File: src/include/decode_macros.svh
`ifndef DECODE_MACROS_SVH
`define DECODE_MACROS_SVH

// datapath widths
`define XLEN_W      32
`define REG_ADDR_W  5
`define TAG_W       3

// credit counters toward the execution units
`define CREDIT_W       3
`define ARITH_CREDITS  4
`define LSU_CREDITS    2

// rv32i major opcodes handled by decode
`define OPC_OP        7'b0110011
`define OPC_OP_IMM    7'b0010011
`define OPC_LUI       7'b0110111
`define OPC_AUIPC     7'b0010111
`define OPC_LOAD      7'b0000011
`define OPC_STORE     7'b0100011
`define OPC_MISC_MEM  7'b0001111

`endif
File: src/logic/decode_pkg.sv
`include "decode_macros.svh"

package decode_pkg;

  // r-type field layout, also used for i-type and u-type
  typedef struct packed {
    logic [6:0]             funct7;
    logic [`REG_ADDR_W-1:0] rs2;
    logic [`REG_ADDR_W-1:0] rs1;
    logic [2:0]             funct3;
    logic [`REG_ADDR_W-1:0] rd;
    logic [6:0]             opcode;
  } r_view_t;

  // store layout, immediate split around rs1/rs2
  typedef struct packed {
    logic [6:0]             imm_hi;
    logic [`REG_ADDR_W-1:0] rs2;
    logic [`REG_ADDR_W-1:0] rs1;
    logic [2:0]             funct3;
    logic [4:0]             imm_lo;
    logic [6:0]             opcode;
  } s_view_t;

  typedef union packed {
    r_view_t r_view;
    s_view_t s_view;
  } instr_u;

  typedef enum logic {
    UNIT_ARITH = 1'b0,
    UNIT_LSU   = 1'b1
  } unit_e;

  typedef enum logic [3:0] {
    ADD, SUB, SLL, SLT, SLTU, XOR, SRL, SRA, OR, AND
  } alu_op_e;

  typedef enum logic [1:0] {
    SRC_A_RS1, SRC_A_PC, SRC_A_ZERO
  } src_a_e;

  typedef enum logic [1:0] {
    SRC_B_RS2, SRC_B_IMM, SRC_B_SHAMT
  } src_b_e;

  typedef struct packed {
    unit_e                  unit;
    alu_op_e                alu_op;
    src_a_e                 src_a;
    src_b_e                 src_b;
    logic [`REG_ADDR_W-1:0] rs1;
    logic [`REG_ADDR_W-1:0] rs2;
    logic [`REG_ADDR_W-1:0] rd;
    logic                   wen;
    logic                   mem_read;
    logic                   mem_write;
    logic [2:0]             mem_size;
    logic                   is_fence;
    logic                   illegal;
  } decode_ctrl_t;

  // one entry handed to either execution unit
  typedef struct packed {
    logic [`TAG_W-1:0]      tag;
    logic [`XLEN_W-1:0]     pc;
    logic [`XLEN_W-1:0]     port_a;
    logic [`XLEN_W-1:0]     port_b;
    logic [`XLEN_W-1:0]     store_data;
    alu_op_e                alu_op;
    logic [`REG_ADDR_W-1:0] rd;
    logic                   wen;
    logic                   mem_read;
    logic                   mem_write;
    logic [2:0]             mem_size;
    logic                   illegal;
  } issue_t;

endpackage

File: src/logic/decode_top.sv
`timescale 1ns/1ps
`include "decode_macros.svh"

module decode_top
  import decode_pkg::*;
(
  input  logic                    CLK,
  input  logic                    nRST,
  input  logic                    fetch_valid,
  input  instr_u                  fetch_instr,
  input  logic [`XLEN_W-1:0]      fetch_pc,
  output logic                    fetch_ready,
  output logic [`REG_ADDR_W-1:0]  rs1_addr,
  output logic [`REG_ADDR_W-1:0]  rs2_addr,
  input  logic [`XLEN_W-1:0]      rs1_data,
  input  logic [`XLEN_W-1:0]      rs2_data,
  output issue_t                  issue,
  output logic                    arith_valid,
  output logic                    lsu_valid,
  input  logic                    arith_credit,
  input  logic                    lsu_credit,
  output logic                    icache_flush,
  output logic                    dcache_flush,
  input  logic                    icache_done,
  input  logic                    dcache_done
);

  decode_ctrl_t       ctrl;
  logic [`XLEN_W-1:0] imm;
  logic [`XLEN_W-1:0] port_a;
  logic [`XLEN_W-1:0] port_b;
  logic [`XLEN_W-1:0] store_data;
  logic               run;
  logic               flush_pulse;
  logic               accept;
  logic               arith_has_credit;
  logic               lsu_has_credit;
  logic               target_has_credit;
  logic               arith_consume;
  logic               lsu_consume;

  instr_decoder u_decoder (
    .instr (fetch_instr),
    .ctrl  (ctrl),
    .imm   (imm)
  );

  assign rs1_addr = ctrl.rs1;
  assign rs2_addr = ctrl.rs2;

  operand_select u_operands (
    .ctrl       (ctrl),
    .imm        (imm),
    .pc         (fetch_pc),
    .rs1_data   (rs1_data),
    .rs2_data   (rs2_data),
    .port_a     (port_a),
    .port_b     (port_b),
    .store_data (store_data)
  );

  // fence needs no credit, everything else needs one from its unit
  assign target_has_credit = ctrl.is_fence ||
                             ((ctrl.unit == UNIT_ARITH) ? arith_has_credit : lsu_has_credit);
  assign fetch_ready   = run && target_has_credit;
  assign accept        = fetch_valid && fetch_ready;
  assign arith_consume = accept && !ctrl.is_fence && (ctrl.unit == UNIT_ARITH);
  assign lsu_consume   = accept && !ctrl.is_fence && (ctrl.unit == UNIT_LSU);

  fence_fsm u_fence (
    .CLK         (CLK),
    .nRST        (nRST),
    .accept      (accept),
    .is_fence    (ctrl.is_fence),
    .icache_done (icache_done),
    .dcache_done (dcache_done),
    .flush_pulse (flush_pulse),
    .run         (run)
  );

  assign icache_flush = flush_pulse;
  assign dcache_flush = flush_pulse;

  credit_counter #(.INIT_CREDITS(`ARITH_CREDITS)) u_arith_credits (
    .CLK        (CLK),
    .nRST       (nRST),
    .consume    (arith_consume),
    .give_back  (arith_credit),
    .has_credit (arith_has_credit)
  );

  credit_counter #(.INIT_CREDITS(`LSU_CREDITS)) u_lsu_credits (
    .CLK        (CLK),
    .nRST       (nRST),
    .consume    (lsu_consume),
    .give_back  (lsu_credit),
    .has_credit (lsu_has_credit)
  );

  dispatch_reg u_dispatch (
    .CLK         (CLK),
    .nRST        (nRST),
    .accept      (accept),
    .ctrl        (ctrl),
    .pc          (fetch_pc),
    .port_a      (port_a),
    .port_b      (port_b),
    .store_data  (store_data),
    .issue       (issue),
    .arith_valid (arith_valid),
    .lsu_valid   (lsu_valid)
  );

endmodule

File: src/logic/dispatch_reg.sv
`timescale 1ns/1ps
`include "decode_macros.svh"

module dispatch_reg
  import decode_pkg::*;
(
  input  logic               CLK,
  input  logic               nRST,
  input  logic               accept,
  input  decode_ctrl_t       ctrl,
  input  logic [`XLEN_W-1:0] pc,
  input  logic [`XLEN_W-1:0] port_a,
  input  logic [`XLEN_W-1:0] port_b,
  input  logic [`XLEN_W-1:0] store_data,
  output issue_t             issue,
  output logic               arith_valid,
  output logic               lsu_valid
);

  logic [`TAG_W-1:0] tag;
  logic              load;

  // fences never reach an execution unit
  assign load = accept && !ctrl.is_fence;

  // completion tag rotates across both units
  always_ff @(posedge CLK, negedge nRST) begin
    if (!nRST) begin
      tag         <= '0;
      arith_valid <= 1'b0;
      lsu_valid   <= 1'b0;
    end else if (load) begin
      tag         <= tag + 1'b1;
      arith_valid <= (ctrl.unit == UNIT_ARITH);
      lsu_valid   <= (ctrl.unit == UNIT_LSU);
    end else begin
      arith_valid <= 1'b0;
      lsu_valid   <= 1'b0;
    end
  end

  // issue payload, qualified by the valids
  always_ff @(posedge CLK) begin
    if (load) begin
      issue.tag        <= tag;
      issue.pc         <= pc;
      issue.port_a     <= port_a;
      issue.port_b     <= port_b;
      issue.store_data <= store_data;
      issue.alu_op     <= ctrl.alu_op;
      issue.rd         <= ctrl.rd;
      issue.wen        <= ctrl.wen;
      issue.mem_read   <= ctrl.mem_read;
      issue.mem_write  <= ctrl.mem_write;
      issue.mem_size   <= ctrl.mem_size;
      issue.illegal    <= ctrl.illegal;
    end
  end

  // the shared issue bus belongs to one unit per cycle
  a_one_unit: assert property (@(posedge CLK) disable iff (!nRST)
    !(arith_valid && lsu_valid));

endmodule

File: src/logic/credit_counter.sv
`timescale 1ns/1ps
`include "decode_macros.svh"

module credit_counter #(
  parameter int INIT_CREDITS = 2
) (
  input  logic CLK,
  input  logic nRST,
  input  logic consume,
  input  logic give_back,
  output logic has_credit
);

  logic [`CREDIT_W-1:0] count;

  // a consume and a return in the same cycle leave the count alone
  always_ff @(posedge CLK, negedge nRST) begin
    if (!nRST) begin
      count <= `CREDIT_W'(INIT_CREDITS);
    end else if (consume && !give_back) begin
      count <= count - 1'b1;
    end else if (give_back && !consume) begin
      count <= count + 1'b1;
    end
  end

  assign has_credit = (count != '0);

  // decode must stall rather than overrun the unit's queue
  a_no_overdraw: assert property (@(posedge CLK) disable iff (!nRST)
    consume |-> count != '0);

  // unit cannot retire more entries than it was handed
  a_no_excess_return: assert property (@(posedge CLK) disable iff (!nRST)
    give_back |-> count < `CREDIT_W'(INIT_CREDITS));

endmodule

File: src/logic/fence_fsm.sv
`timescale 1ns/1ps

module fence_fsm (
  input  logic CLK,
  input  logic nRST,
  input  logic accept,
  input  logic is_fence,
  input  logic icache_done,
  input  logic dcache_done,
  output logic flush_pulse,
  output logic run
);

  typedef enum logic [1:0] {
    RUN,
    FLUSH,
    WAIT
  } fence_state_e;

  fence_state_e state;
  fence_state_e next_state;
  logic         fence_start;
  logic         icache_seen;
  logic         dcache_seen;
  logic         out_of_reset;

  assign fence_start = (state == RUN) && accept && is_fence;

  always_comb begin
    next_state = state;
    case (state)
      RUN:     if (fence_start) next_state = FLUSH;
      FLUSH:   next_state = WAIT;
      WAIT:    if (icache_seen && dcache_seen) next_state = RUN;
      default: next_state = RUN;
    endcase
  end

  always_ff @(posedge CLK, negedge nRST) begin
    if (!nRST) begin
      state        <= RUN;
      out_of_reset <= 1'b0;
    end else begin
      state        <= next_state;
      out_of_reset <= 1'b1;
    end
  end

  // done pulses may come in either order, latch until the fsm returns to run
  always_ff @(posedge CLK, negedge nRST) begin
    if (!nRST) begin
      icache_seen <= 1'b0;
      dcache_seen <= 1'b0;
    end else if (fence_start) begin
      icache_seen <= 1'b0;
      dcache_seen <= 1'b0;
    end else begin
      if (icache_done) icache_seen <= 1'b1;
      if (dcache_done) dcache_seen <= 1'b1;
    end
  end

  assign flush_pulse = (state == FLUSH);
  assign run         = (state == RUN) && out_of_reset;

  // each fence gives both caches a single-cycle flush request
  a_flush_single: assert property (@(posedge CLK) disable iff (!nRST)
    flush_pulse |=> !flush_pulse);

endmodule

File: src/logic/operand_select.sv
`timescale 1ns/1ps
`include "decode_macros.svh"

module operand_select
  import decode_pkg::*;
(
  input  decode_ctrl_t       ctrl,
  input  logic [`XLEN_W-1:0] imm,
  input  logic [`XLEN_W-1:0] pc,
  input  logic [`XLEN_W-1:0] rs1_data,
  input  logic [`XLEN_W-1:0] rs2_data,
  output logic [`XLEN_W-1:0] port_a,
  output logic [`XLEN_W-1:0] port_b,
  output logic [`XLEN_W-1:0] store_data
);

  logic [`XLEN_W-1:0] shamt;

  // shift amount sits in the low bits of the i immediate
  assign shamt = {{(`XLEN_W-5){1'b0}}, imm[4:0]};

  always_comb begin
    case (ctrl.src_a)
      SRC_A_RS1:  port_a = rs1_data;
      SRC_A_PC:   port_a = pc;
      SRC_A_ZERO: port_a = '0;
      default:    port_a = '0;
    endcase
  end

  always_comb begin
    case (ctrl.src_b)
      SRC_B_RS2:   port_b = rs2_data;
      SRC_B_IMM:   port_b = imm;
      SRC_B_SHAMT: port_b = shamt;
      default:     port_b = '0;
    endcase
  end

  // stores always carry rs2 alongside the address operands
  assign store_data = rs2_data;

endmodule

File: src/logic/instr_decoder.sv
`timescale 1ns/1ps
`include "decode_macros.svh"

module instr_decoder
  import decode_pkg::*;
(
  input  instr_u             instr,
  output decode_ctrl_t       ctrl,
  output logic [`XLEN_W-1:0] imm
);

  // sub is only legal for register-register ops
  function automatic alu_op_e funct_to_alu(input logic [2:0] funct3,
                                           input logic       bit30,
                                           input logic       allow_sub);
    alu_op_e op;
    case (funct3)
      3'd0:    op = (allow_sub && bit30) ? SUB : ADD;
      3'd1:    op = SLL;
      3'd2:    op = SLT;
      3'd3:    op = SLTU;
      3'd4:    op = XOR;
      3'd5:    op = bit30 ? SRA : SRL;
      3'd6:    op = OR;
      default: op = AND;
    endcase
    return op;
  endfunction

  logic [`XLEN_W-1:0] imm_i;
  logic [`XLEN_W-1:0] imm_s;
  logic [`XLEN_W-1:0] imm_u;
  logic               bit30;
  logic               is_shift;

  assign bit30 = instr.r_view.funct7[5];
  assign is_shift = (instr.r_view.funct3 == 3'd1) || (instr.r_view.funct3 == 3'd5);

  // sign-extended immediates
  assign imm_i = {{(`XLEN_W-12){instr.r_view.funct7[6]}}, instr.r_view.funct7,
                  instr.r_view.rs2};
  assign imm_s = {{(`XLEN_W-12){instr.s_view.imm_hi[6]}}, instr.s_view.imm_hi,
                  instr.s_view.imm_lo};
  assign imm_u = {instr.r_view.funct7, instr.r_view.rs2, instr.r_view.rs1,
                  instr.r_view.funct3, 12'b0};

  always_comb begin
    ctrl        = '0;
    ctrl.unit   = UNIT_ARITH;
    ctrl.alu_op = ADD;
    ctrl.src_a  = SRC_A_RS1;
    ctrl.src_b  = SRC_B_RS2;
    ctrl.rd     = instr.r_view.rd;
    imm         = '0;
    case (instr.r_view.opcode)
      `OPC_OP: begin
        ctrl.rs1    = instr.r_view.rs1;
        ctrl.rs2    = instr.r_view.rs2;
        ctrl.wen    = 1'b1;
        ctrl.alu_op = funct_to_alu(instr.r_view.funct3, bit30, 1'b1);
      end
      `OPC_OP_IMM: begin
        ctrl.rs1    = instr.r_view.rs1;
        ctrl.wen    = 1'b1;
        ctrl.src_b  = is_shift ? SRC_B_SHAMT : SRC_B_IMM;
        ctrl.alu_op = funct_to_alu(instr.r_view.funct3, bit30, 1'b0);
        imm         = imm_i;
      end
      `OPC_LOAD: begin
        ctrl.unit     = UNIT_LSU;
        ctrl.rs1      = instr.r_view.rs1;
        ctrl.wen      = 1'b1;
        ctrl.mem_read = 1'b1;
        ctrl.mem_size = instr.r_view.funct3;
        ctrl.src_b    = SRC_B_IMM;
        imm           = imm_i;
      end
      `OPC_STORE: begin
        ctrl.unit      = UNIT_LSU;
        ctrl.rs1       = instr.s_view.rs1;
        ctrl.rs2       = instr.s_view.rs2;
        ctrl.rd        = '0;
        ctrl.mem_write = 1'b1;
        ctrl.mem_size  = instr.s_view.funct3;
        ctrl.src_b     = SRC_B_IMM;
        imm            = imm_s;
      end
      `OPC_LUI: begin
        ctrl.wen   = 1'b1;
        ctrl.src_a = SRC_A_ZERO;
        ctrl.src_b = SRC_B_IMM;
        imm        = imm_u;
      end
      `OPC_AUIPC: begin
        ctrl.wen   = 1'b1;
        ctrl.src_a = SRC_A_PC;
        ctrl.src_b = SRC_B_IMM;
        imm        = imm_u;
      end
      `OPC_MISC_MEM: begin
        ctrl.is_fence = 1'b1;
        ctrl.rd       = '0;
      end
      default: begin
        // unknown opcode goes down the arithmetic path as an exception
        ctrl.illegal = 1'b1;
      end
    endcase
  end

endmodule

File: config.mk
export PLATFORM = sky130hd
export DESIGN_NAME = decode_top
export DESIGN_NICKNAME = d
export VERILOG_FILES = /design/src/logic/decode_pkg.sv /design/src/logic/decode_top.sv /design/src/logic/dispatch_reg.sv /design/src/logic/credit_counter.sv /design/src/logic/fence_fsm.sv /design/src/logic/operand_select.sv /design/src/logic/instr_decoder.sv
export VERILOG_INCLUDE_DIRS = /design/src /design/src/include
export SDC_FILE = /design/constraint.sdc
export NUM_CORES = 1
export LEC_CHECK = 0
export BUFFER_PORTS_ARGS = -buffer_cell sky130_fd_sc_hd__buf_4
export CORE_ASPECT_RATIO = 1.25
export CORE_MARGIN = 8
export CORE_UTILIZATION = 49
export DETAILED_ROUTE_END_ITERATION = 8
export MAX_ROUTING_LAYER = met4
export PLACE_DENSITY = 0.8
export SKIP_LAST_GASP = 1
export SYNTH_ARGS = -nofsm -noshare
export SYNTH_HDL_FRONTEND = slang
export SYNTH_SLANG_ARGS = --single-unit
export TNS_END_PERCENT = 50
File: constraint.sdc
create_clock -name CLK -period 22.9 [get_ports CLK]
set_clock_uncertainty 0.15 [all_clocks]
set_input_delay 0 -clock CLK [delete_from_list [all_inputs] [get_ports CLK]]
set_output_delay 0 -clock CLK [all_outputs]
set_load 0.005 [all_outputs]
Word-level counts from Yosys, hierarchy flattened --
Index checks and enable logic that the tools add are counted.
Storage, ports and cells: bits of input ports 135, flip-flop bits (word level) 163, output and inout port bits 162, word-level logic and storage cells 120
Operators by class: muxes and demuxes 33, add/subtract/negate cells 5, eq/ne operators 20, reduce and logical (&&, ||, !) cells 40, bitwise operators 1
Operators by type and width (number):
- case mux 32 bit (3 select lines) | 2
- case mux 32 bit (2 select lines) | 1
- case mux 4 bit (7 select lines) | 2
- == test 7 x 6 -> 1 bit, second input constant | 3
- two-way mux 1 bit | 15
- == test 7 x 5 -> 1 bit, second input constant | 2
- logical AND 1 bit | 13
- two-way mux 3 bit | 4
- two-way mux 5 bit | 2
- OR reduction 2 bit | 5
- adder 3 x 1 -> 3 bit, second input constant | 3
- == test 3 bit, second input constant | 3
- case mux 2 bit (2 select lines) | 2
- case mux 4 bit (2 select lines) | 1
- nonzero test 2 bit | 4
- OR reduction 4 bit | 2
- == test 7 x 2 -> 1 bit, second input constant | 1
- == test 7 x 4 -> 1 bit, second input constant | 1
- OR reduction 7 bit | 1
- == test 2 x 1 -> 1 bit, second input constant | 3
- == test 3 x 2 -> 1 bit, second input constant | 2
- logical NOT 2 bit | 3
- two-way mux 2 bit | 3
- case mux 2 bit (3 select lines) | 1
- other kinds (11) | 20

Depth between registers and ports, before layout --
word-level depth 13, mapped depth 11, gate-level depth less buffers 10

Hierarchy --
From an unflattened synthesis, not the netlist that was laid out.
Second synthesis, totals: cell total of the unflattened synthesis 500, area, all modules 7165.6 um^2
By module, submodules not included:
- dispatch_reg | seq. area each 4539.4 um^2, cells an instance 160, area an instance 4618.2 um^2, times used 1
- operand_select | seq. area each 0.0 um^2, cells an instance 176, area an instance 1276.2 um^2, times used 1
- instr_decoder | seq. area each 0.0 um^2, cells an instance 115, area an instance 700.7 um^2, times used 1
- credit_counter | seq. area each 76.3 um^2, cells an instance 12, area an instance 160.2 um^2, times used 2
- fence_fsm | seq. area each 125.1 um^2, cells an instance 16, area an instance 188.9 um^2, times used 1
- decode_top | seq. area each 0.0 um^2, cells an instance 9, area an instance 61.3 um^2, times used 1

Worst setup path before layout --
No wires, ideal clock.
kind reg-to-reg, from register u_lsu_credits.count[1], to register u_dispatch.issue[0] (netlist name), data arrival time 8.114 ns, required time 22.048 ns, path buffers 1, clock period less this slack 8.966 ns, setup slack 13.934 ns, cell stages (with the launch flop) 5, path through dfstp_2 > nor3_1 > or3_1 > buf_2 > a21oi_1
Between the ends: cells in the longest elaborated chain, start to end 6
Ends and longest elaborated chain:
- start, declared | RTL line credit_counter.sv:14 | logic [`CREDIT_W-1:0] count;
- start signal, assigned | RTL line credit_counter.sv:19 | count <= `CREDIT_W'(INIT_CREDITS);
- start signal, assigned | RTL line credit_counter.sv:21 | count <= count - 1'b1;
- start signal, assigned | RTL line credit_counter.sv:23 | count <= count + 1'b1;
- nonzero test 3 bit | RTL line credit_counter.sv:27 | assign has_credit = (count != '0);
- two-way mux 1 bit | RTL line decode_top.sv:64 | ((ctrl.unit == UNIT_ARITH) ? arith_has_credit : lsu_has_credit);
- logical OR 1 bit | RTL line decode_top.sv:63 | assign target_has_credit = ctrl.is_fence ||
- logical AND 1 bit | RTL line decode_top.sv:65 | assign fetch_ready = run && target_has_credit;
- logical AND 1 bit | RTL line decode_top.sv:66 | assign accept = fetch_valid && fetch_ready;
- logical AND 1 bit | RTL line dispatch_reg.sv:24 | assign load = accept && !ctrl.is_fence;
No other way between the ends. A chain may end at the register's enable or synchronous reset.

Final worst setup path --
from input port fetch_instr[4] in the netlist's numbering, to register u_dispatch.issue[79] (netlist name)
Between the ends: cells in the longest elaborated chain, start to end 8, elaborated cells on any way between the ends 12, classes of those cells eq/ne (3); mux (3); reduce/logical (6)
Ends and longest elaborated chain:
- start, declared | RTL line decode_top.sv:10 | input instr_u fetch_instr,
- == test 7 x 2 -> 1 bit / == test 7 x 6 -> 1 bit (equally long branches) | RTL line instr_decoder.sv:55 | case (instr.r_view.opcode)
- OR reduction 2 bit (no line)
- two-way mux 1 bit | RTL line instr_decoder.sv:55
- two-way mux 1 bit | RTL line decode_top.sv:64
- logical OR 1 bit | RTL line decode_top.sv:63
- logical AND 1 bit | RTL line decode_top.sv:65
- logical AND 1 bit | RTL line decode_top.sv:66
- logical AND 1 bit (*) | RTL line dispatch_reg.sv:24
Mark *: on every way between the ends. The rest lies on a longest branch, timed or not.

==> results.sh <==
export IMPL_drive_gt1_share_pct=38.48
export IMPL_drc_errors=0
export IMPL_cts_tree="built"
export IMPL_rows=48
export IMPL_place_congestion=0.8875
export IMPL_grt_ovfl_total=0
export IMPL_grt_pass1_wl_um=37910
export IMPL_fp_dieW_um=121.2
export IMPL_initial_utilization_pct=49.53
export IMPL_cts_max_level=4
export IMPL_cp_max_fo=94
export IMPL_path_clk_slew_ns=0.08
export IMPL_crit_path_end_kind="flip-flop"
export IMPL_ys_types=47
export IMPL_fmax_ghz=0.2778
export IMPL_syn_avg_cell_area_um2=14.34
export IMPL_fin_crit_ns=3.600
export IMPL_slew_headroom_pct=18.16
export IMPL_dp_hpwl_um=16090
export IMPL_grt_max_degree=95
export IMPL_seq_area_mm2=0.004817
export IMPL_multiInputGateArea_mm2=0.001762
export IMPL_antenna_found_initial=2
export IMPL_insertion_delay_ns=0.41
export IMPL_synth_top_area_share_pct=65.08
export IMPL_post_synth_inst_count=473
export IMPL_crit_slowest_cell="buf_4"
export IMPL_synth_main_ff_cell="edfxtp_1"
export IMPL_detail_route_wl_per_cell_um=23.42
export IMPL_post_cts_resized=0
export IMPL_fin_crit_sh_pct=15.72
export IMPL_cp_common_cell="buf_4"
export IMPL_worstHoldStart="fetch_instr[5]"
export IMPL_cp_slowest_stage_delay_ns=0.94
export IMPL_cp_required_ns=22.79
export IMPL_worst_ir_drop_vdd_mv=0.05088
export IMPL_die_h_um=147.5
export IMPL_ant_nets=0
export IMPL_cts_buffers=17
export IMPL_core_mm2=0.01369
export IMPL_synthToLayoutAreaGrowth_pct=63.51
export IMPL_setup_violations=0
export IMPL_yosysMostFrequentCell="edfxtp_1"
export IMPL_worst_pin_slew_ns=1.228
export IMPL_crit_arrival_ns=3.49
export IMPL_cts_sinks=163
export IMPL_synthTopCellsByArea="edfxtp_1 (65%), dfrtp_1 (5.2%), nand2_1 (4.3%), nand3b_1 (3.7%), o2bb2ai_2 (2.2%)"
export IMPL_cp_startpoint="fetch_instr[4]"
export IMPL_startpoint_type="input port"
export IMPL_tns_ns=0
export IMPL_io_pins=297
export IMPL_yosys_area_top_type="edfxtp_1"
export IMPL_drt_iter0_drc=581
export IMPL_nNetsFinal=1034
export IMPL_synth_edff_count=147
export IMPL_first_pass_iters=6
export IMPL_rr_startpoint="u_lsu_credits.count[1]$_DFFE_PN1P_"
export IMPL_final_hold_viol_count=0
export IMPL_crit_chain="dlygate4sd3_1, buf_4, nand4bb_1, or3_1, a21oi_4, buf_4, buf_4"
export IMPL_report_final_slew_viol_count=0
export IMPL_yosysWarningCount=0
export IMPL_utilization_pct=80.99
export IMPL_nFillCells=724
export IMPL_async_flop_share_pct=9.816
export IMPL_p_leak_uw=0.004685
export IMPL_syn_area_mm2=0.006783
export IMPL_p_total_uw=830.1
export IMPL_cts_buffer_depth=2
export IMPL_power_density_mw_per_mm2=74.84
export IMPL_rsz0062_at_grt="no"
export IMPL_critPathKind="in2reg"
export IMPL_ys_seq_area_share_pct=71.02
export IMPL_worstHoldPathType="in2reg"
export IMPL_port_buffers=296
export IMPL_dieArea_mm2=0.01789
export IMPL_grtUsageTotal_pct=28.63
export IMPL_clockRootBuffer="clkbuf_16"
export IMPL_maxCapViolCount=0
export IMPL_synth_seq_cells=163
export IMPL_via_per_inst=5.428
export IMPL_synth_nets=613
export IMPL_status="finished, final reports clean"
export IMPL_synth_commonest_cells="edfxtp_1 (147), nand2_1 (77), nand3b_1 (33)"
export IMPL_vias=5889
export IMPL_grt_pass1_vias=6471
export IMPL_routed_wirelength_um=25410
-- state kept, by name, indices dropped and copies added (netlist names) --
register / cells
u_dispatch.issue: 147
u_arith_credits.count: 3
u_dispatch.tag: 3
u_lsu_credits.count: 3
u_fence.state: 2
u_dispatch.arith_valid: 1
u_dispatch.lsu_valid: 1
u_fence.dcache_seen: 1
u_fence.icache_seen: 1
u_fence.out_of_reset: 1
-- through the flow --
stage | instances | hold WS (ns) | cell area [µm²] | setup WS (ns)
finish | 1085 | 0.03022 | 11090 | 19.30
global route | 1084 | 0.04674 | 11090 | 19.14
CTS | 1082 | 0.02246 | 11080 | 19.36
detailed placement | 912 | -0.2831 | 9080 | 19.48
global placement | 912 | -0.2880 | 9080 | 19.59
floorplan | 473 | -0.4456 | 6783 | 13.93
-- path summary, 6_finish.rpt --
kind	end	slack, ns	cells after the start
worst max-delay path	u_dispatch.issue[79]$_DFFE_PN_	19.30	7
worst min-delay path	u_dispatch.issue[84]$_DFFE_PN_	0.03	3
worst max register to register	u_dispatch.issue[79]$_DFFE_PN_	19.41	5
worst min register to register	u_dispatch.tag[2]$_DFFE_PN0N_	0.32	1
max in group asynchronous	u_dispatch.lsu_valid$_DFF_PN0_	21.02	4
min in group asynchronous	u_arith_credits.count[2]$_DFFE_PN1P_	0.49	3
-- layout make-up --
class	count	area share, %
sequential	163	43.43
tap	175	1.974
timing repair buffer	438	32.76
antenna	3	0.06769
inverter	8	0.2708
multi-input combinational	266	15.88
clock inverter	15	1.771
clock buffer	17	3.836
-- cell families (layout without fill, tap and decap cells) --
logic type | count (synthesis) | count (layout) | share of synthesized area [%]
and+or+nand+nor | 180 | 180 | 14.31
DFF | 163 | 163 | 71.02
AOI/OAI and AO/OA | 70 | 70 | 8.670
buffers and inverters | 44 | 478 | 3.431
xor gates and xnor gates | 7 | 7 | 0.9039
adders and majority gates | 5 | 5 | 1.144
muxes | 3 | 3 | 0.4612
other | 1 | 4 | 0.05529
-- per-layer routing --
metal / GRT usage (%) / vias to the layer above / share of wire (%)
met4: 12.37 / 0 / 3.5
met1: 30.16 / 2851 / 34
met3: 7.252 / 56 / 9.3
met2: 49.71 / 391 / 53
li1: - / 2591 / -
met5: - / - / 0
-- cells in the final DEF, fill, tap and decap left out, types with 8 or more instances in the layout --
cell type / count
buf_4: 300
edfxtp_1: 147
dlygate4sd3_1: 138
nand2_1: 77
nand3b_1: 33
a21oi_1: 19
and2_1: 17
clkbuf_16: 17
nor2_1: 16
dfrtp_1: 14
o2bb2ai_2: 10
a22o_1: 9
and3_1: 9
inv_1: 8
-- power breakdown --
group / internal (µW) / leakage [µW] / switching (µW)
logic: 77.1 / 0.00282 / 68.5
registers: 367 / 0.00157 / 16.7
clock network: 175 / 0.000300 / 125
total: 619 / 0.00469 / 211
-- worst max-delay path: cells and delay by family --
family | cells | cell delay [ns]
AO/OA/AOI/OAI | 1 | 0.19
buffers and inverters | 4 | 2.36
AND/OR/NAND/NOR | 2 | 0.86
-- repair_timing --
action / 4_1_cts / 5_1_grt
endpoints found under the hold margin: 169 / 0
hold buffers: 138 / 0
setup buffers: 0 / 0
(Power assumes the default switching activity.)
